$ cat src/source/mini_mcu_pkg.sv
// ##########################################################################
// bits 31:28 of an address select the region; codes other than RAM and
// peripheral are unmapped and answer with an error
// ##########################################################################

package mini_mcu_pkg;

  localparam int ADDR_W = 32;
  localparam int DATA_W = 32;
  localparam int BE_W   = 4;

  // field widths of the two address views
  localparam int REGION_W = 4;
  localparam int WORD_W   = 26;
  localparam int REG_W    = 4;

  localparam logic [REGION_W-1:0] REGION_RAM    = 4'h0;
  localparam logic [REGION_W-1:0] REGION_PERIPH = 4'h1;

  localparam logic [REG_W-1:0] REG_EXIT    = 4'd0;
  localparam logic [REG_W-1:0] REG_SCRATCH = 4'd1;
  localparam logic [REG_W-1:0] REG_ID      = 4'd2;

  // "mcu1" in ascii
  localparam logic [DATA_W-1:0] MCU_ID = 32'h6d63_7531;

  // one bus address seen either as a RAM word or as a peripheral register
  typedef union packed {
    struct packed {
      logic [REGION_W-1:0] region;
      logic [WORD_W-1:0]   word;
      logic [1:0]          offset;
    } ram;
    struct packed {
      logic [REGION_W-1:0] region;
      logic [21:0]         unused;
      logic [REG_W-1:0]    reg_idx;
      logic [1:0]          offset;
    } periph;
  } bus_addr_u;

endpackage

$ cat src/source/peripheral_regs.sv
// ##########################################################################
// exit write ignores byte enables; exit_valid_o is sticky until reset
// ##########################################################################
`timescale 1ns/1ps

module peripheral_regs
  import mini_mcu_pkg::*;
(
  input  logic              clk_i,
  input  logic              arst_n_i,
  input  logic              sel_i,
  input  logic              we_i,
  input  logic [BE_W-1:0]   be_i,
  input  logic [REG_W-1:0]  reg_i,
  input  logic [DATA_W-1:0] wdata_i,
  output logic [DATA_W-1:0] rdata_o,
  output logic [DATA_W-1:0] exit_value_o,
  output logic              exit_valid_o
);

  logic [DATA_W-1:0] scratch_q;
  logic [DATA_W-1:0] read_mux;

  always_comb begin
    case (reg_i)
      REG_EXIT:    read_mux = exit_value_o;
      REG_SCRATCH: read_mux = scratch_q;
      REG_ID:      read_mux = MCU_ID;
      default:     read_mux = '0;
    endcase
  end

  always_ff @(posedge clk_i or negedge arst_n_i) begin
    if (!arst_n_i) begin
      exit_value_o <= '0;
      exit_valid_o <= 1'b0;
      scratch_q    <= '0;
    end else if (sel_i && we_i) begin
      case (reg_i)
        REG_EXIT: begin
          exit_value_o <= wdata_i;
          exit_valid_o <= 1'b1;
        end
        REG_SCRATCH: begin
          for (int b = 0; b < BE_W; b++) begin
            if (be_i[b]) begin
              scratch_q[8*b +: 8] <= wdata_i[8*b +: 8];
            end
          end
        end
        // id and unused indices drop writes
        default: ;
      endcase
    end
  end

  // read data one cycle after select, zero for writes
  always_ff @(posedge clk_i or negedge arst_n_i) begin
    if (!arst_n_i) begin
      rdata_o <= '0;
    end else if (sel_i && !we_i) begin
      rdata_o <= read_mux;
    end else begin
      rdata_o <= '0;
    end
  end

endmodule

$ cat config.mk
export PLATFORM = sky130hd
export DESIGN_NAME = peripheral_regs
export DESIGN_NICKNAME = d
export VERILOG_FILES = /design/src/source/mini_mcu_pkg.sv /design/src/source/peripheral_regs.sv
export SDC_FILE = /design/constraint.sdc
export NUM_CORES = 1
export LEC_CHECK = 0
export ABC_AREA = 1
export BUFFER_PORTS_ARGS = -buffer_cell sky130_fd_sc_hd__buf_2
export CAP_MARGIN = 0
export CORE_UTILIZATION = 26
export CTS_BUF_LIST = sky130_fd_sc_hd__clkbuf_16
export CTS_CLUSTER_SIZE = 28
export DETAILED_ROUTE_END_ITERATION = 6
export PLACE_DENSITY = 0.45
export SYNTH_ARGS = -nofsm -noshare
export SYNTH_HDL_FRONTEND = slang
export SYNTH_SLANG_ARGS = --single-unit
$ cat constraint.sdc
create_clock -name clk_i -period 0.8 [get_ports clk_i]
set_clock_uncertainty 0.1 [all_clocks]
set_input_delay 0.04 -clock clk_i [delete_from_list [all_inputs] [get_ports clk_i]]
set_output_delay 0.04 -clock clk_i [all_outputs]
set_load 0.01 [all_outputs]
# After elaboration in Yosys (flattened, before gate mapping)
# Cells that the tools add are included.
[op_classes]
n_addsub = 0
n_mul = 0
n_div = 0
order_cmp = 0
n_eq_ne = 2
shifts = 0
mux = 2
bitwise_logic = 0
reduce_logical = 9
[ops]
columns = ["op", "count"]
rows = [
  ["$pmux 32 s3", 1],
  ["$mux 32", 1],
  ["$reduce_and 3->1", 4],
  ["$eq 4x1->1 const B", 1],
  ["$eq 4x2->1 const B", 1],
  ["$logic_not 4->1", 1],
  ["$logic_and 1x1->1", 2],
  ["$reduce_and 2->1", 1],
  ["$logic_not 1->1", 1],
]
[totals]
ff_bits = 97
latchBits = 0
mem_bits_rw = 0
mem_bits_ro = 0
inputBits = 44
out_inout_bits = 65
word_cells = 20
n_memories = 0

# Longest topological paths before layout
# Gate-level depths: netlist of run 1.
[logic_depth]
ltp_word = 3
depth_mapped = 7
mapped_depth_nobuf = 6

# Worst setup path before layout of run 1
# Ideal clock, no wire load.
[synth_timing]
path_type = "input-to-reg"
start = "input reg_i[3]"
end = "register rdata_o[14]"
setup_time_ns = 0.063
arrival_ns = 0.792
required_time_ns = 0.637
slack_ns = -0.155
stages = 7
n_path_buf = 2
path_cell_list = "nor2_2 > buf_2 > buf_2 > nand3_1 > nand3_1 > nand2_1 > inv_1"
[synth_via]
elab_chain_len = 3
elab_cells_between_ends = 5
cone_classes = "2 x eq/ne; 2 x mux; 1 x reduce/logical"
[synth_rtl]
columns = ["item", "line_no", "rtl"]
rows = [
  ["start, declared", "peripheral_regs.sv:14", "input logic [REG_W-1:0] reg_i,"],
  ["$eq 4x2->1, or another cell as far along", "peripheral_regs.sv:25", "case (reg_i)"],
  ["$pmux 32 s3 *", "peripheral_regs.sv:25", ""],
  ["$mux 32 *", "peripheral_regs.sv:61", "end else if (sel_i && !we_i) begin"],
  ["end signal, assigned", "peripheral_regs.sv:62", "rdata_o <= read_mux;"],
  ["end, declared", "peripheral_regs.sv:16", "output logic [DATA_W-1:0] rdata_o,"],
]
# Every way passes the cells marked *; elsewhere a longest branch is shown, timed or not.
# A chain may end at the register's enable or synchronous reset.

# Worst setup path after layout of run 1
[layout_timing]
start = "register exit_value_o[27]"
end = "output exit_value_o[27]"
[layout_lines]
columns = ["item", "line_no", "rtl"]
rows = [
  ["start, declared", "peripheral_regs.sv:17", "output logic [DATA_W-1:0] exit_value_o,"],
  ["start signal, assigned", "peripheral_regs.sv:41", "exit_value_o <= wdata_i;"],
]
# No word-level cell between the ends.

==> flow_summary.yaml, run 1 <==
synth:
  yosys-top-cells-area: "dfrtp_1 (58%), nand2_1 (16%), nand3_1 (14%)"
  synth_nets: 515
  synth_top_area_share_pct: 58.4
  yosysWarnings: 0
  yosysTopAreaCell: "dfrtp_1"
  synth_cell_type_count: 17
  synthCells: 471
  avgSynthCellArea_sq_um: 8.83
  synthesis.area_sq_um: 4160
  ys_seq_area_share_pct: 58.4
  ys_seq_elements: 97
clock_tree:
  hold_buffers: 33
  clk_pin_slew_ns: 0.06
  htreeDepth: 3
  clkLatencyLatePin_ns: 0.35
  numClockSinks: 97
  clockBufferDepth: 2
  cts_made_buffers: 9
  cts_tree: "yes"
  clockRootBuffer: "clkbuf_16"
die:
  core_sq_um: 15400
  die_h_um: 128
  ioPinCount: 109
  fp-row-count: 45
  die_w_um: 128
  die-area_sq_um: 16500
  initial_core_util_pct: 27.0
timing:
  maxSlewViolCount: 0
  setup_viol: 128
  finalHoldViolCount: 7
  fin_tns_setup_ns: -20.35
  setup_slack_ns: -0.334
  timing.final.crit_period_ns: 1.13
  rsz0062_at_grt: "yes"
  period_share_pct: 142
  fmax_mhz: 882
  tightest_slew_ns: 0.434
  hold-worst-slack_ns: -0.0137
  timing.slew.headroom_pct: 71.0
grt:
  antenna_found_initial: 0
  grt_overflow_total: 0
  grt_max_degree: 43
  grt_pass1_wl_um: 20700
  grt_usage_pct: 16.5
  first_global_vias: 4152
worst_setup_path:
  arrival_ns: 0.99
  cp-end-kind: "output port"
  worstPathRequired_ns: 0.66
  startpoint_type: "flip-flop"
  setup.worst_path.class: "reg -> out"
  cp_max_fo: 2
placed_design:
  port-buffer-count: 108
  gp_congestion: 0.751
  dp_slack_ns: -0.360
  placed_cells: 817
  place_hpwl_um: 8600
pwr:
  p_leak_nw: 3.78
  comb_power_share_pct: 27.7
  peakVddDrop_v: 0.000980
  pwr-share-seq_pct: 43.8
  power_switching_mw: 3.68
  clockPowerShare_pct: 28.5
  p_per_area_nw_per_um2: 1830
  switching_share_pct: 27.8
  intPower_mw: 9.58
run_status:
  status: "finished, violations left"
  failed_checks: "negative hold slack, negative setup slack"
final_layout:
  fin_cells: 916
  layout_commonest_cell: "nand2_1"
  fill_cells: 1544
  finalNetCount: 746
  areaGrowthSynthToFinish_pct: 74.5
  antennaDiodeCount: 0
  final_layout_size_suffix_gt1_share_pct: 50.8
  mostFrequentLayoutCells: "nand2_1 (142), dfrtp_1 (97), buf_2 (82), buf_6 (81), nand3_2 (65)"
flow_run:
  max_cap_violations: 0
routing:
  drt_first_iter_violations: 159
  drc_errors: 0
  drt_first_pass_iters: 4
  antenna_left: 0
  wl_per_cell_um: 14.9
  wl_um: 13600
  vias: 4045
  vias_per_cell: 4.42
worst_hold_path:
  hold_path.class: "in -> async"
registers in the layout (all words and copies together), names as in the netlist:
name	count
exit_value_o	32
rdata_o	32
scratch_q	32
exit_valid_o	1
power by group through the flow:
stage	combinational, mW	clock [mW]	sequential (mW)
3_5_place_dp	2.04	0	5.88
6_report	3.67	3.78	5.81
3_3_place_gp	2.01	0	5.87
2_1_floorplan	0.712	0	5.99
5_1_grt	3.99	4.11	5.88
4_1_cts	3.26	3.89	5.78
Yosys cell counts, drive strengths merged:
library cell,n
a21oi,15
nand2,183
nor2,9
buf,25
nand3,114
inv,25
dfrtp,97
clkbuf,1
or2,1
and2,1
cells by family after synthesis:
logic type,count (synthesis),share of synthesized area [%]
DFF,97,58.4
buffers and inverters,51,6.56
and+or+nand+nor,308,33.3
AOI/OAI and AO/OA,15,1.81
through the flow:
step | power, mW | utilization (%) | cell area, sq um
floorplan | 6.71 | - | 4380
global placement | 7.88 | 35.7 | 5510
detailed placement | 7.92 | 35.7 | 5510
CTS | 12.9 | 43.8 | 6750
global route | 14.0 | 47.1 | 7260
finish | 13.3 | 47.1 | 7260
path summary, 6_finish.rpt:
kind                                  startpoint          endpoint  slack (ns)  cells after the start
worst max-delay path            exit_value_o[27]  exit_value_o[27]       -0.33                      2
worst min-delay path                    arst_n_i       rdata_o[23]       -0.01                      2
worst max register to register  exit_value_o[31]       rdata_o[31]       -0.31                      5
worst min register to register      exit_valid_o      exit_valid_o        0.36                      1
max in group asynchronous               arst_n_i       rdata_o[16]        0.15                      3
min in group clk_i                      reg_i[3]        rdata_o[2]        0.08                      5
repair_timing:
action	4_1_cts	5_1_grt
setup endpoints to repair	104	158
endpoints found under the hold margin	161	5
resized for setup	93	95
setup buffers	37	21
pin swaps	32	52
gates cloned	0	5
per-layer routing:
metal / share of wire (%) / routed length, um / track usage, %
met1: 47 / 6410 / 21.2
met2: 48 / 6480 / 27.6
met3: 3.7 / 498 / 2.79
met4: 1.6 / 222 / 6.57
met5: 0 / 0 / 0
cell type report:
type	count	area (sq um)	share of cell area, %
Timing Repair Buffer	245	2210	30.5
Inverter	25	98.8	1.36
Clock inverter	5	18.8	0.259
Sequential cell	97	2430	33.4
Clock buffer	9	225	3.10
Tap cell	211	264	3.64
Multi-Input combinational cell	324	2010	27.7
worst max-delay path, cell delays in order, from the launching register on:
cell and delay, ns:
dfrtp_1 0.41, buf_6 0.13, buf_6 0.11
(Power assumes the default switching activity.)
==> inputs of run 2 (changes only) <==
--- a/config.mk
+++ b/config.mk
@@ -13,6 +13,7 @@
 export CTS_CLUSTER_SIZE = 28
 export DETAILED_ROUTE_END_ITERATION = 6
 export PLACE_DENSITY = 0.45
+export REMOVE_ABC_BUFFERS = 1
 export SYNTH_ARGS = -nofsm -noshare
 export SYNTH_HDL_FRONTEND = slang
 export SYNTH_SLANG_ARGS = --single-unit
==> run 2 against run 1 <==
Maximum frequency rose by 0.94%. Largest cell class unchanged. Sequential power is essentially flat. The flow finishes with violations (negative setup slack). Cell count up 0.66%. Worst setup slack improved by 0.011 ns. Global-route usage up 0.48 points. Largest power group unchanged. Core utilization rose by 1.6 points. Clock-buffer cell count did not move. First-iteration DRC count up 37%. Non-clock buffer count increased by 4. Register-to-register slack better by 0.03 ns. Routed wire length rose by 2.0%. Combinational power rose by 3%.
==> flow_summary.yaml, run 2 (synthesis gave the netlist of run 1 again) <==
clock_tree:
  clockRootBuffer: "clkbuf_16"
  cts_made_buffers: 9
  clkLatencyLatePin_ns: 0.35
  clk_pin_slew_ns: 0.07
  clockBufferDepth: 2
  cts_tree: "yes"
  numClockSinks: 97
  htreeDepth: 3
final_layout:
  final_layout_size_suffix_gt1_share_pct: 54.3
  reg_top3: "exit_value_o (32), rdata_o (32), scratch_q (32)"
  finalNetCount: 750
  layout_commonest_cell: "nand2_1"
  utilization_pct: 48.6
  stdcell_area_sq_um: 7500
  areaGrowthSynthToFinish_pct: 80.4
  antennaDiodeCount: 0
  mostFrequentLayoutCells: "nand2_1 (128), dfrtp_1 (97), buf_2 (85), buf_6 (85), nand3_2 (70)"
worst_setup_path:
  setup.worst_path.class: "reg -> out"
  startpoint_type: "flip-flop"
  path_common_cell: "buf_6"
  worstPathCellList: "buf_6 > buf_6"
  cp_max_fo: 2
  cpMaxStageDelayCell: "dfrtp_1"
  arrival_ns: 0.98
  worstPathRequired_ns: 0.66
  cp-end-kind: "output port"
  slowest_delay_ns: 0.40
placed_design:
  gp_congestion: 0.752
  port-buffer-count: 108
  place_area_sq_um: 5340
  place_hpwl_um: 8380
timing:
  timing.final.crit_period_ns: 1.12
  maxSlewViolCount: 0
  fin_tns_setup_ns: -20.68
  setup_viol: 155
  setup_slack_ns: -0.323
  rsz0062_at_grt: "yes"
  timing.slew.headroom_pct: 66.4
  tightest_slew_ns: 0.504
  fmax_mhz: 890
  finalHoldViolCount: 0
  period_share_pct: 140
grt:
  grt_max_degree: 57
  first_global_vias: 3955
  grt_pass1_wl_um: 20900
  grt_usage_pct: 17.0
  antenna_found_initial: 0
  grt_overflow_total: 0
die:
  die_w_um: 128
  ioPinCount: 109
  initial_core_util_pct: 27.0
  die-area_sq_um: 16500
  fp-row-count: 45
  core_sq_um: 15400
  die_h_um: 128
routing:
  vias_per_cell: 4.45
  drc_errors: 0
  vias: 4106
  wl_per_cell_um: 15.1
  antenna_left: 0
  drt_first_iter_violations: 218
  wl_um: 13900
  drt_first_pass_iters: 4
pwr:
  p_leak_nw: 3.86
  power_mw: 13.4
  p_per_area_nw_per_um2: 1790
  peakVddDrop_v: 0.00102
run_status:
  status: "finished, violations left"
  failed_checks: "negative setup slack"
flow_run:
  max_cap_violations: 0
worst_hold_path:
  hold_path.class: "in -> reg"
[run 2: per-layer routing]
layer  global-route usage [%]  wire length (um)  vias to the layer above
met5                        0                 0                        -
met4                     4.50               195                        0
met3                     4.37               643                       15
met2                     28.6              6820                      109
met1                     21.6              6220                     1994
li1                         -                 -                     1988
[run 2: worst paths after layout]
check                                 startpoint               end  slack [ns]  cells past startpoint
worst min register to register      exit_valid_o      exit_valid_o        0.37                      1
worst min-delay path                     be_i[3]     scratch_q[30]        0.06                      6
worst max-delay path            exit_value_o[16]  exit_value_o[16]       -0.32                      2
max in group asynchronous               arst_n_i      scratch_q[8]        0.17                      3
min in group asynchronous               arst_n_i  exit_value_o[19]        0.12                      3
worst max register to register   exit_value_o[5]        rdata_o[5]       -0.28                      6
[run 2: worst max-delay path: cells and delay by family (launching register included)]
family | cells | cell delay (ns)
DFF | 1 | 0.40
buffers and inverters | 2 | 0.24
[run 2: what timing repair did]
item / in CTS / in global routing
endpoints found under the setup margin: 146 / 160
pin swaps: 46 / 99
endpoints found under the hold margin: 161 / 0
hold buffers: 33 / 0
setup buffers: 35 / 28
resized for setup: 126 / 149
gates cloned: 5 / 2
[run 2: report_power, final]
part | internal (mW) | leakage, nW | switching, mW
clock | 2.05 | 0.136 | 1.80
combinational | 2.18 | 2.42 | 1.59
sequential | 5.45 | 1.30 | 0.374
total | 9.67 | 3.86 | 3.76
[run 2: per-stage QoR]
stage	cells	hold slack, ns	setup slack (ns)
floorplan	445	-0.356	-1.93
global placement	820	-0.0539	-0.388
detailed placement	820	-0.0548	-0.411
CTS	909	0.0792	-0.332
global route	922	0.0816	-0.371
finish	922	0.0645	-0.323
[run 2: layout make-up]
| cell class | instances | area, sq um |
|---|---|---|
| multi-input combinational | 324 | 2110 |
| fill | 1487 | 7920 |
| clock inverter | 7 | 30.0 |
| inverter | 25 | 96.3 |
| tap | 211 | 264 |
| timing repair buffer | 249 | 2350 |
| clock buffer | 9 | 225 |
| sequential | 97 | 2430 |
