## src/source/mini_mcu_pkg.sv

```systemverilog
// ##########################################################################
// bits 31:28 of an address select the region; codes other than RAM and
// peripheral are unmapped and answer with an error
// ##########################################################################

package mini_mcu_pkg;

  localparam int ADDR_W = 32;
  localparam int DATA_W = 32;
  localparam int BE_W   = 4;

  // field widths of the two address views
  localparam int REGION_W = 4;
  localparam int WORD_W   = 26;
  localparam int REG_W    = 4;

  localparam logic [REGION_W-1:0] REGION_RAM    = 4'h0;
  localparam logic [REGION_W-1:0] REGION_PERIPH = 4'h1;

  localparam logic [REG_W-1:0] REG_EXIT    = 4'd0;
  localparam logic [REG_W-1:0] REG_SCRATCH = 4'd1;
  localparam logic [REG_W-1:0] REG_ID      = 4'd2;

  // "mcu1" in ascii
  localparam logic [DATA_W-1:0] MCU_ID = 32'h6d63_7531;

  // one bus address seen either as a RAM word or as a peripheral register
  typedef union packed {
    struct packed {
      logic [REGION_W-1:0] region;
      logic [WORD_W-1:0]   word;
      logic [1:0]          offset;
    } ram;
    struct packed {
      logic [REGION_W-1:0] region;
      logic [21:0]         unused;
      logic [REG_W-1:0]    reg_idx;
      logic [1:0]          offset;
    } periph;
  } bus_addr_u;

endpackage

```

## src/source/system_bus.sv

```systemverilog
// ##########################################################################
// grants at most one master per cycle, in the same cycle as its request
// targets must answer exactly one cycle after their select
// ##########################################################################
`timescale 1ns/1ps

module system_bus
  import mini_mcu_pkg::*;
#(
  parameter int NUM_MASTERS = 2
) (
  input  logic                                clk_i,
  input  logic                                arst_n_i,

  input  logic [NUM_MASTERS-1:0]              m_req_i,
  input  logic [NUM_MASTERS-1:0]              m_we_i,
  input  logic [NUM_MASTERS-1:0][BE_W-1:0]    m_be_i,
  input  logic [NUM_MASTERS-1:0][ADDR_W-1:0]  m_addr_i,
  input  logic [NUM_MASTERS-1:0][DATA_W-1:0]  m_wdata_i,
  output logic [NUM_MASTERS-1:0]              m_gnt_o,
  output logic [NUM_MASTERS-1:0]              m_rvalid_o,
  output logic [NUM_MASTERS-1:0][DATA_W-1:0]  m_rdata_o,
  output logic [NUM_MASTERS-1:0]              m_err_o,

  output logic                                ram_sel_o,
  output logic                                ram_we_o,
  output logic [BE_W-1:0]                     ram_be_o,
  output logic [WORD_W-1:0]                   ram_word_o,
  output logic [DATA_W-1:0]                   ram_wdata_o,
  input  logic [DATA_W-1:0]                   ram_rdata_i,

  output logic                                periph_sel_o,
  output logic                                periph_we_o,
  output logic [BE_W-1:0]                     periph_be_o,
  output logic [REG_W-1:0]                    periph_reg_o,
  output logic [DATA_W-1:0]                   periph_wdata_o,
  input  logic [DATA_W-1:0]                   periph_rdata_i
);

  localparam int MIDX_W = (NUM_MASTERS > 1) ? $clog2(NUM_MASTERS) : 1;
  localparam logic [MIDX_W-1:0] LAST_M = MIDX_W'(NUM_MASTERS - 1);

  logic [MIDX_W-1:0]   prio_q;
  logic [MIDX_W-1:0]   win;
  logic                any_gnt;
  bus_addr_u           win_addr;
  logic [REGION_W-1:0] win_region;

  logic                rsp_valid_q;
  logic [MIDX_W-1:0]   rsp_master_q;
  logic [REGION_W-1:0] rsp_region_q;
  logic [DATA_W-1:0]   rsp_data;
  logic                rsp_unmapped;

  // first requester at or after the priority pointer wins
  always_comb begin : arbiter
    int cand;
    m_gnt_o = '0;
    win     = '0;
    any_gnt = 1'b0;
    for (int k = 0; k < NUM_MASTERS; k++) begin
      cand = int'(prio_q) + k;
      if (cand >= NUM_MASTERS) begin
        cand = cand - NUM_MASTERS;
      end
      if (!any_gnt && m_req_i[cand]) begin
        any_gnt       = 1'b1;
        win           = MIDX_W'(cand);
        m_gnt_o[cand] = 1'b1;
      end
    end
  end

  always_ff @(posedge clk_i or negedge arst_n_i) begin
    if (!arst_n_i) begin
      prio_q <= '0;
    end else if (any_gnt) begin
      prio_q <= (win == LAST_M) ? '0 : win + 1'b1;
    end
  end

  // address decode of the winner
  assign win_addr   = m_addr_i[win];
  assign win_region = win_addr.ram.region;

  assign ram_sel_o   = any_gnt && (win_region == REGION_RAM);
  assign ram_we_o    = m_we_i[win];
  assign ram_be_o    = m_be_i[win];
  assign ram_word_o  = win_addr.ram.word;
  assign ram_wdata_o = m_wdata_i[win];

  assign periph_sel_o   = any_gnt && (win_region == REGION_PERIPH);
  assign periph_we_o    = m_we_i[win];
  assign periph_be_o    = m_be_i[win];
  assign periph_reg_o   = win_addr.periph.reg_idx;
  assign periph_wdata_o = m_wdata_i[win];

  always_ff @(posedge clk_i or negedge arst_n_i) begin
    if (!arst_n_i) begin
      rsp_valid_q <= 1'b0;
    end else begin
      rsp_valid_q <= any_gnt;
    end
  end

  always_ff @(posedge clk_i) begin
    if (any_gnt) begin
      rsp_master_q <= win;
      rsp_region_q <= win_region;
    end
  end

  // unmapped accesses return zero data with err set
  assign rsp_unmapped = (rsp_region_q != REGION_RAM) && (rsp_region_q != REGION_PERIPH);
  assign rsp_data     = (rsp_region_q == REGION_RAM)    ? ram_rdata_i :
                        (rsp_region_q == REGION_PERIPH) ? periph_rdata_i : '0;

  always_comb begin
    m_rvalid_o = '0;
    m_rdata_o  = '0;
    m_err_o    = '0;
    if (rsp_valid_q) begin
      m_rvalid_o[rsp_master_q] = 1'b1;
      m_rdata_o[rsp_master_q]  = rsp_data;
      m_err_o[rsp_master_q]    = rsp_unmapped;
    end
  end

endmodule

```

## config.mk

```make
export PLATFORM = sky130hd
export DESIGN_NAME = system_bus
export DESIGN_NICKNAME = d
export VERILOG_FILES = /design/src/source/mini_mcu_pkg.sv /design/src/source/system_bus.sv
export SDC_FILE = /design/constraint.sdc
export NUM_CORES = 1
export LEC_CHECK = 0
export BUFFER_PORTS_ARGS = -buffer_cell sky130_fd_sc_hd__buf_2
export CORE_AREA = 3 3 147 149
export CTS_BUF_LIST = sky130_fd_sc_hd__clkbuf_4 sky130_fd_sc_hd__clkbuf_8
export DETAILED_ROUTE_END_ITERATION = 16
export DIE_AREA = 0 0 150 152
export RECOVER_POWER = 100
export SETUP_SLACK_MARGIN = 0.3
export SLEW_MARGIN = 5
export SYNTH_ARGS = -nofsm -noshare
export SYNTH_HDL_FRONTEND = slang
export SYNTH_SLANG_ARGS = --single-unit
```

## constraint.sdc

```tcl
create_clock -name clk_i -period 2.2 [get_ports clk_i]
set_clock_uncertainty 0.2 [all_clocks]
set_input_delay 0.33 -clock clk_i [delete_from_list [all_inputs] [get_ports clk_i]]
set_output_delay 0.33 -clock clk_i [all_outputs]
set_load 0.01 [all_outputs]
```

== Word level (Yosys, flattened, before mapping) ==
Index checks and enable logic that the tools add are counted.
Cells by class
  $add $sub $neg: 4
  multiply operators: 0
  div/mod/pow operators: 0
  magnitude comparators: 9
  eq/ne operators: 3
  shift-type cells: 0
  mux-type cells: 36
  bitwise operators: 3
  reductions and logical operators: 11
Operator list (count)
  $mux 32: 9
  $and 64x64->64: 1
  $ge 32x1->1 const B: 2
  $lt 32x3->1 const B: 2
  $mux 64: 1
  $demux 32 s1: 1
  $mux 1: 16
  $eq 4x1->1 const B: 2
  $logic_not 4->1: 2
  $mux 2: 4
  $mux 4: 2
  $logic_and 1x1->1: 7
  $lt 1x2->1 const B: 2
  $ne 4x1->1 const B: 1
  $reduce_bool 4->1: 1
  $demux 1 s1: 3
  $sub 1x2->3 const B: 1
  $sub 2x2->3 const B: 1
  $add 1x1->2 const B: 1
  $and 2x2->2: 1
  $ge 1x2->1 const B: 1
  $ge 2x2->1 const B: 1
  $or 2x2->2: 1
  $add 1x1->1 const B: 1
  other kinds (2): 2
Word-level totals
  flip-flop bits (word level): 7
  bits in latches: 0
  RAM bits: 0
  memory bits (read-only): 0
  input bits: 206
  output and inout bits: 176
  word-level logic and storage cells: 70
  memories: 0

== Longest topological paths before layout ==
Gate-level depths: netlist of the first run.
  depth after elaboration: 13
  mapped depth: 6
  depth with buffers taken out: 4

== Worst setup path after synthesis of the first run ==
Ideal clock, no wire load.
  kind: reg-to-output
  from: register prio_q
  to: output port ram_wdata_o[13]
  arrival time: 1406 ps
  required time: 1670 ps
  path slack: 264 ps
  stages on the path, launching flop included: 7
  buffers on the path: 3
  cell sequence: dfrtp_1 -> nand2b_4 -> nand2_4 -> buf_6 -> buf_6 -> mux2_4 -> buf_4
On the way
  word-level cells in the longest chain between the ends: 11
Ends and longest elaborated chain
  start, declared: RTL line system_bus.sv:43  | logic [MIDX_W-1:0] prio_q;
  start signal, assigned: RTL line system_bus.sv:78  | prio_q <= (win == LAST_M) ? '0 : win + 1'b1;
  $sub 1x2->3 / $ge 1x2->1 (equally long branches): RTL line system_bus.sv:64, system_bus.sv:63
  $mux 32: RTL line system_bus.sv:63  | if (cand >= NUM_MASTERS) begin
  $mux 1 (implied by the code) (3 in a row): RTL line system_bus.sv:66  | if (!any_gnt && m_req_i[cand]) begin
  $mux 1: RTL line system_bus.sv:66
  $logic_not 1->1: RTL line system_bus.sv:66
  $logic_and 1x1->1: RTL line system_bus.sv:66
  $mux 1 *: RTL line system_bus.sv:66
  $mux 32 * (2 in a row)
  end, declared: RTL line system_bus.sv:29  | output logic [DATA_W-1:0] ram_wdata_o,
Every way passes the cells marked *; elsewhere a longest branch is shown, timed or not. The select of a mux whose other input is x is not followed.

== Worst setup path in the final report of the first run ==
  from: register prio_q
  to: output port periph_wdata_o[6]
On the way
  word-level cells in the longest chain between the ends: 11
Ends and longest elaborated chain
  $sub 1x2->3 / $ge 1x2->1 (equally long branches): RTL line system_bus.sv:64, system_bus.sv:63
  $mux 32: RTL line system_bus.sv:63
  $mux 1 (implied by the code) (3 in a row): RTL line system_bus.sv:66
  $mux 1: RTL line system_bus.sv:66
  $logic_not 1->1: RTL line system_bus.sv:66
  $logic_and 1x1->1: RTL line system_bus.sv:66
  $mux 1 *: RTL line system_bus.sv:66
  $mux 32 (implied by the code) * (2 in a row): RTL line system_bus.sv:96  | assign periph_wdata_o = m_wdata_i[win];
  end, declared: RTL line system_bus.sv:36  | output logic [DATA_W-1:0] periph_wdata_o,
Marks and branches as above.

==> out/metrics.cfg, run 1 <==
[power]
swShare_pct = 38.2
p_int_mw = 1.14
pwr-share-comb_pct = 80.5
clock_power_share_pct = 10.2
power_mw = 1.85
p_sw_uw = 709
ir_worst_vdd_mv = 0.197
p_seq_share_pct = 9.3
p_leak_nw = 3.13
power_density_nw_per_um2 = 317

[floorplan]
die_area_um2 = 22800
die_width_um = 150
die_height_um = 152
coreArea_um2 = 20300
rows = 52
initial_core_util_pct = 11.7
ios = 382

[yosys]
ys_top_cells_by_area = mux2_2 (23%), buf_4 (21%), mux2i_1 (14%)
postSynthAreaPerCell_um2 = 8.29
synth_top_cell_area_share_pct = 22.8
yosysTopAreaCell = mux2_2
ys_top_cells_by_count = buf_4 (67), nor2_1 (67), mux2_2 (48)
synth_edf_count = 5
syn_area_um2 = 2370
ys.flop_type = edfxtp_1
ys_seq_elements = 7
ys_seq_area_share_pct = 8.44
synth_cell_types = 30
syn_nets = 492
syn_inst = 286
synthArstFlopShare_pct = 28.6
yosysWarnings = 0

[sta]
fin_crit_ns = 2.21
fin_ws_ns = -0.00982
slew_headroom_pct = 60.1
tightest_slew_ns = 0.582
finalCritPeriodShare_pct = 100
rsz0062_at_grt = true
max_freq_mhz = 453
setup_viol = 4
maxSlewViolCount = 0
finalHoldViolCount = 0

[worst_setup_path]
r2r_slack_ns = 0.09
endpoint_kind = output port
rr_worst_depth = 7
critPathMaxFanout = 6
crit_arrival_ns = 1.68
cp.required_ns = 1.67
startpoint_type = register
regToRegStartpoint = prio_q
worstSetupPathType = register to output port
worstReg2RegEnd = rsp_region_q[2]

[clock_network]
tritoncts = yes
insertion_delay_ns = 0.22
clk_pin_slew_ns = 0.04
htree_levels = 1
clk_path_buf_depth = 2
cts_root_buf = clkbuf_8
numCtsBuffers = 3
clkSinkCount = 7

[grt]
grt_overflow_total = 0
grt_max_degree = 33
track_usage_pct = 10.3
grt_pass1_vias = 3331
antenna_found_initial = 3
grt_first_pass_wirelength_mm = 18.0

[layout]
fin_util_pct = 28.8
area_delta_synth_final_pct = 146
nNetsFinal = 822
drive_above_1_share_pct = 85.4
seq_area_um2 = 200
fillers = 2095
multi_input_area_um2 = 2040

[worst_hold_path]
hold_depth = 2
min_path_type = input port to register
worstHoldEndpoint = rsp_region_q[2]
worstHoldStart = m_addr_i[62]

[detailed_routing]
drt-initial-drc-count = 64
num_vias = 3366
wl_per_cell_um = 16.8
drcViolationCount = 0
ant_nets = 0
drt-total-wl_mm = 14.9
dr.pass1.iters = 4
vias_per_cell = 3.79

[status]
violations = negative setup slack
status = finished, violations left

[placed_design]
port_buffers = 377
gp_congestion = 0.810
dp_hpwl_mm = 10.6

[job]
max_cap_viol_count = 0

## placed cells by master, fill, tap and decap left out, types with 3 or more instances in the layout
master     instances
a21oi_1            3
buf_12             7
buf_16             5
buf_2            241
buf_4              5
buf_6            131
clkbuf_1           7
clkbuf_16          3
clkbuf_2           7
clkbuf_8           4
diode_2            3
edfxtp_1           5
inv_1              5
mux2_1             6
mux2_4            60
mux2i_1           32
nor2_1            15
nor2_2            23
nor2_4            29
nor2b_1            3
## area by class of cell
cell class	count	area share, %
antenna	3	0.129
clock buffer	4	0.836
inverter	5	0.321
multi-input combinational	189	34.9
sequential	7	3.43
tap	270	5.79
timing repair buffer	410	54.6
## layer usage
| layer | vias to the layer above | share of wire (%) | track usage (%) |
|---|---|---|---|
| li1 | 1561 | - | - |
| met5 | - | 0 | 0 |
| met4 | 0 | 3.7 | 4.44 |
| met1 | 1521 | 34 | 9.94 |
| met2 | 259 | 53 | 20.6 |
| met3 | 25 | 9.2 | 2.03 |
## per-stage QoR
stage | area, um2 | setup WS (ns) | TNS [ns] | hold slack (ns) | instances
floorplan | 2450 | 0.296 | 0 | -0.166 | 286
global placement | 4100 | 0.195 | 0 | -0.0547 | 857
global route | 5840 | -0.102 | -4.35 | 0.209 | 888
detailed placement | 4100 | 0.169 | 0 | -0.0561 | 857
CTS | 4850 | 0.00648 | 0 | 0.224 | 881
finish | 5840 | -0.00982 | -0.0363 | 0.211 | 888
## logic make-up after synthesis
kind of cell	share of synthesized area, %
muxes	47.7
buffers and inverters	26.2
and+or+nand+nor	15.6
AOI/OAI and AO/OA	2.06
DFF	8.44
## worst max path at each step
stage,start,cells past startpoint,endpoint
3_5_place_dp,prio_q,5,ram_wdata_o[31]
6_report,prio_q,6,periph_wdata_o[6]
5_1_grt,rsp_region_q[1],6,m_rdata_o[58]
2_1_floorplan,prio_q,5,ram_be_o[0]
3_3_place_gp,prio_q,5,ram_wdata_o[31]
4_1_cts,rsp_region_q[2],6,m_rdata_o[57]
## worst max-delay path: stages (launching register included)
cell and delay (ns):
dfrtp_1 0.39, nand2b_4 0.18, nand2_8 0.09, buf_4 0.17, clkbuf_16 0.17, mux2_4 0.33
buf_6 0.13
## flip-flops by register name, summed over array words and instances (netlist names)
name / cells
rsp_valid_q: 1
prio_q: 1
rsp_master_q: 1
rsp_region_q: 4
## power groups by stage
stage	clock [mW]	combinational, mW	sequential, mW
4_1_cts	0.194	1.22	0.173
2_1_floorplan	0	0.687	0.167
6_report	0.189	1.49	0.173
3_5_place_dp	0	0.969	0.172
3_3_place_gp	0	0.959	0.171
5_1_grt	0.205	1.58	0.174
## repair_timing
action,4_1_cts,5_1_grt
endpoints found under the setup margin,171,176
resized for setup,79,233
cloned,8,3
hold endpoints to repair,2,0
pin swaps,15,22
buffers inserted,11,1
hold buffers,1,0
Power figures use the tool's default switching activity.
==> inputs of run 2 (changes only) <==
--- a/config.mk
+++ b/config.mk
@@ -10,6 +10,7 @@
 export CTS_BUF_LIST = sky130_fd_sc_hd__clkbuf_4 sky130_fd_sc_hd__clkbuf_8
 export DETAILED_ROUTE_END_ITERATION = 16
 export DIE_AREA = 0 0 150 152
+export GPL_TIMING_DRIVEN = 0
 export RECOVER_POWER = 100
 export SETUP_SLACK_MARGIN = 0.3
 export SLEW_MARGIN = 5
==> run 2 against run 1 <==
Compared with the run above:
- the run still ends with negative setup slack left
- global-route usage is 0.90 points higher
- sequential power hardly changed
- sequential share of layout area is 0.29 points lower
- setup slack worse by 0.040 ns
- via count is 7.0% higher
- highest routed layer unchanged
- critical path type unchanged
==> out/metrics.cfg, run 2 (synthesized netlist as in run 1, its figures left out) <==
[status]
status = finished, violations left
violations = negative setup slack

[floorplan]
coreArea_um2 = 20300
die_height_um = 152
rows = 52
initial_core_util_pct = 11.7
die_width_um = 150
die_area_um2 = 22800
ios = 382

[worst_hold_path]
min_path_type = input port to register

[sta]
slew_headroom_pct = 62.7
maxSlewViolCount = 0
finalHoldViolCount = 0
fin_crit_ns = 2.25
fin_tns_setup_ns = -1.17
rsz0062_at_grt = true
tightest_slew_ns = 0.555
setup_viol = 47
whs_ns = 0.223
max_freq_mhz = 444
finalCritPeriodShare_pct = 102
fin_ws_ns = -0.0503

[detailed_routing]
drt-initial-drc-count = 88
wl_per_cell_um = 16.0
drt-total-wl_mm = 15.3
vias_per_cell = 3.78
dr.pass1.iters = 4
num_vias = 3602
drcViolationCount = 0
ant_nets = 0

[power]
power_density_nw_per_um2 = 315
p_leak_nw = 3.31
ir_worst_vdd_mv = 0.129

[layout]
drive_above_1_share_pct = 91.7
instances_no_fill = 954
multi_input_area_um2 = 2090
largest_reg_flops = 4
regMostFlops = rsp_region_q
final_area_um2 = 6390
area_delta_synth_final_pct = 169
seq_area_um2 = 200
most-common-layout-cells = buf_2 (276), buf_6 (144), nor2_4 (40), buf_4 (35), mux2_4 (35)
n_antenna_cell = 0
fillers = 2068
final_common_cell = buf_2
nNetsFinal = 891

[clock_network]
htree_levels = 1
insertion_delay_ns = 0.23
tritoncts = yes
numCtsBuffers = 3
clkSinkCount = 7
cts_root_buf = clkbuf_8
clk_pin_slew_ns = 0.05
clk_path_buf_depth = 2

[grt]
track_usage_pct = 11.2
grt_pass1_vias = 3653
grt_max_degree = 11
grt_overflow_total = 0
antenna_found_initial = 0
grt_first_pass_wirelength_mm = 19.9

[worst_setup_path]
startpoint_type = register
cp.required_ns = 1.67
critPathMaxFanout = 7
worstSetupPathType = register to output port
r2r_slack_ns = 0.58
crit_arrival_ns = 1.72
endpoint_kind = output port

[placed_design]
dp.cells = 932
port_buffers = 376
dp_hpwl_mm = 11.8
gp_congestion = 0.795
placed_cell_area_um2 = 4670

[job]
max_cap_viol_count = 0

==> run 2: cell types whose count changed in the layout (fill, tap and decap cells not counted), sizes merged <==
cell    change
buf        +79
diode       -3
clkbuf     -10
==> run 2: final timing paths <==
check,endpoint,cells after the start,from
worst max register to register,rsp_region_q[0],4,prio_q
max in group asynchronous,rsp_valid_q,2,arst_n_i
worst max-delay path,ram_wdata_o[15],7,prio_q
min in group asynchronous,prio_q,2,arst_n_i
worst min-delay path,prio_q,3,m_req_i[0]
worst min register to register,prio_q,3,prio_q
==> run 2: routing by layer <==
| metal | routed length [um] | GRT usage (%) | vias to the layer above | share of wire, % |
|---|---|---|---|---|
| li1 | - | - | 1697 | - |
| met2 | 8550 | 23.2 | 246 | 56 |
| met5 | 0 | 0 | - | 0 |
| met4 | 235 | 2.66 | 0 | 1.5 |
| met1 | 5200 | 11.2 | 1643 | 34 |
| met3 | 1300 | 1.94 | 16 | 8.5 |
==> run 2: per-stage QoR <==
step	power, mW	utilization (%)	setup slack [ns]
3_3_place_gp	1.33	23.0	-0.0643
2_1_floorplan	0.854	-	0.296
5_1_grt	2.12	31.5	-0.102
4_1_cts	1.78	27.2	-0.0722
3_5_place_dp	1.34	23.0	-0.0648
6_report	2.01	31.5	-0.0503
==> run 2: layout make-up <==
cell class                      instances  area share, %
Sequential cell                         7           3.13
Inverter                                5          0.294
Clock buffer                            4          0.764
Tap cell                              270           5.29
Buffer                                 85           14.5
Multi-Input combinational cell        189           32.7
Timing Repair Buffer                  394           43.4
==> run 2: where the power goes <==
| group | switching, mW | internal (mW) | total (mW) |
|---|---|---|---|
| logic | 0.683 | 0.956 | 1.64 |
| registers | 0.0145 | 0.158 | 0.173 |
| clock network | 0.0628 | 0.138 | 0.201 |
==> run 2: timing repair <==
| item | 4_1_cts | 5_1_grt |
|---|---|---|
| gates cloned | 7 | 2 |
| endpoints found under the hold margin | 2 | 0 |
| setup endpoints to repair | 170 | 173 |
| buffers inserted | 7 | 1 |
| pin swaps | 38 | 3 |
| hold buffers | 1 | 0 |
| gates resized for setup | 142 | 188 |
==> run 2: critical path: stages (launching register included) <==
cell      delay (ns)
dfrtp_1         0.38
nand2b_4        0.17
nand2_8         0.09
buf_12          0.15
buf_12          0.13
mux2_4          0.33
buf_6           0.12
buf_6           0.11
==> inputs of run 3 (changes only) <==
--- a/config.mk
+++ b/config.mk
@@ -11,6 +11,7 @@
 export DETAILED_ROUTE_END_ITERATION = 16
 export DIE_AREA = 0 0 150 152
 export GPL_TIMING_DRIVEN = 0
+export PLACE_DENSITY = 0.45
 export RECOVER_POWER = 100
 export SETUP_SLACK_MARGIN = 0.3
 export SLEW_MARGIN = 5
==> run 3 against run 2 <==
Compared with the run above:
- the flow still finishes with violations (negative setup slack)
- sequential power about the same
- first-iteration DRC count down 17%
- combinational power down 4%
- register-to-register slack worse by 0.07 ns
- power down 3.9%
- non-clock buffer count up 4
- design area down 3.5%
- setup slack worse by 0.029 ns
- final cell count up 0.63%
==> out/metrics.cfg, run 3 (synthesized netlist as in run 1, its figures left out) <==
[clock_network]
clk_pin_slew_ns = 0.04
clk_path_buf_depth = 2
numCtsBuffers = 3
tritoncts = yes
insertion_delay_ns = 0.22
cts_root_buf = clkbuf_8
clkSinkCount = 7
htree_levels = 1

[sta]
finalHoldViolCount = 0
fin_crit_ns = 2.28
maxSlewViolCount = 0
rsz0062_at_grt = true
slew_headroom_pct = 67.3
finalCritPeriodShare_pct = 104
setup_viol = 83
fin_ws_ns = -0.0790
max_freq_mhz = 439
tightest_slew_ns = 0.477

[floorplan]
die_height_um = 152
ios = 382
initial_core_util_pct = 11.7
die_width_um = 150
die_area_um2 = 22800
coreArea_um2 = 20300
rows = 52

[worst_setup_path]
startpoint_type = register
regToRegStartpoint = prio_q
crit_path_top_delay_cell = mux2i_2
cp_top_family = buffers and inverters
crit_arrival_ns = 1.75
startpoint = rsp_region_q[0]
endpoint_kind = output port
critPathMaxStageDelay_ns = 0.44
critPathBufInv = 3
worstSetupPathType = register to output port
cp_cell_sequence = clkbuf_2 > buf_4 > mux2i_2 > nor2_4 > buf_6
r2r_slack_ns = 0.51
critPathMaxFanout = 10
cp.required_ns = 1.67

[detailed_routing]
wl_met2_mm = 8.50
drt-total-wl_mm = 16.0
wl_per_cell_um = 16.7
drt-met1-wl_mm = 5.76
num_vias = 3597
vias_per_cell = 3.75
dr.pass1.iters = 4
drt-initial-drc-count = 73
top_layer_used = met5
drcViolationCount = 0
met3_length_mm = 1.39
ant_nets = 0

[grt]
grt_max_degree = 11
track_usage_pct = 12.0
grt_first_pass_wirelength_mm = 21.1
antenna_found_initial = 3
grt_overflow_total = 0
grt_pass1_vias = 3517

[power]
ir_worst_vdd_mv = 0.133
swShare_pct = 38.3
pwr-share-comb_pct = 81.5
p_leak_nw = 3.19
p_sw_uw = 741
power_mw = 1.93
p_int_mw = 1.19
clock_power_share_pct = 9.7
p_seq_share_pct = 8.8
power_density_nw_per_um2 = 314

[layout]
fin_util_pct = 30.4
fillers = 2140
nNetsFinal = 895
area_delta_synth_final_pct = 160
final_area_um2 = 6160
largest_reg_flops = 4
most-common-layout-cells = buf_2 (285), buf_6 (125), buf_4 (45), nor2_4 (34), mux2_2 (29)
drive_above_1_share_pct = 89.5
instances_no_fill = 960
regMostFlops = rsp_region_q
final_common_cell = buf_2

[placed_design]
gp_congestion = 0.727
dp_hpwl_mm = 13.2
port_buffers = 376
dp.cells = 932
dp_slack_ns = -0.0989
placed_cell_area_um2 = 4670

[status]
status = finished, violations left
violations = negative setup slack

[worst_hold_path]
min_path_type = input port to asynchronous set/reset pin

[job]
max_cap_viol_count = 0

## run 3: changes by cell type in the layout (fill, tap and decap cells not counted), moves of 3 or more
| cell | previous run | this run |
|---|---|---|
| clkbuf_1 | 1 | 8 |
| buf_4 | 35 | 45 |
| mux2_4 | 35 | 26 |
| nor2_2 | 15 | 20 |
| mux2i_2 | 15 | 18 |
| buf_6 | 144 | 125 |
| mux2i_1 | 14 | 11 |
| nor2_4 | 40 | 34 |
| mux2_1 | 0 | 11 |
| buf_2 | 276 | 285 |
| clkbuf_2 | 0 | 3 |
| clkbuf_16 | 6 | 2 |
## run 3: final cells by class
type	instances	area, um2	area share [%]
Antenna cell	2	5.00	0.0812
Multi-Input combinational cell	189	2020	32.9
Timing Repair Buffer	398	2670	43.4
Sequential cell	7	200	3.25
Inverter	5	21.3	0.345
Clock buffer	4	48.8	0.792
Tap cell	270	338	5.48
Buffer	85	851	13.8
## run 3: power groups by stage
stage                     Sequential (mW)  Clock [mW]  Combinational, mW
after global routing                0.173       0.203               1.68
after floorplan                     0.167           0              0.687
final                               0.171       0.187               1.58
after global placement              0.172           0               1.19
after CTS                           0.171       0.192               1.39
after detailed placement            0.172           0               1.19
## run 3: routing by layer
metal,vias up,track usage [%]
li1,1710,-
met1,1627,13.1
met2,239,23.5
met3,19,2.26
met4,2,2.44
met5,-,0
## run 3: per-stage QoR
stage	TNS (ns)	hold WS (ns)
after detailed placement	-0.566	-0.0817
after global routing	-12.59	0.236
after CTS	-5.11	0.214
final	-2.88	0.223
after floorplan	0	-0.166
after global placement	-0.523	-0.0828
## run 3: final timing paths
path | to | depth (start not counted)
setup / recovery | m_rdata_o[35] | 5
setup reg to reg | rsp_region_q[1] | 7
hold / removal | rsp_valid_q | 2
hold reg to reg | prio_q | 2
min in group clk_i | prio_q | 3
max in group asynchronous | prio_q | 2
## run 3: repair_timing
| action | in CTS | in global routing |
|---|---|---|
| cloned | 6 | 2 |
| endpoints found under the setup margin | 173 | 173 |
| buffers inserted | 11 | 2 |
| endpoints found under the hold margin | 2 | 0 |
| gates resized for setup | 117 | 175 |
| pin swaps | 34 | 9 |
| hold buffers | 1 | 0 |
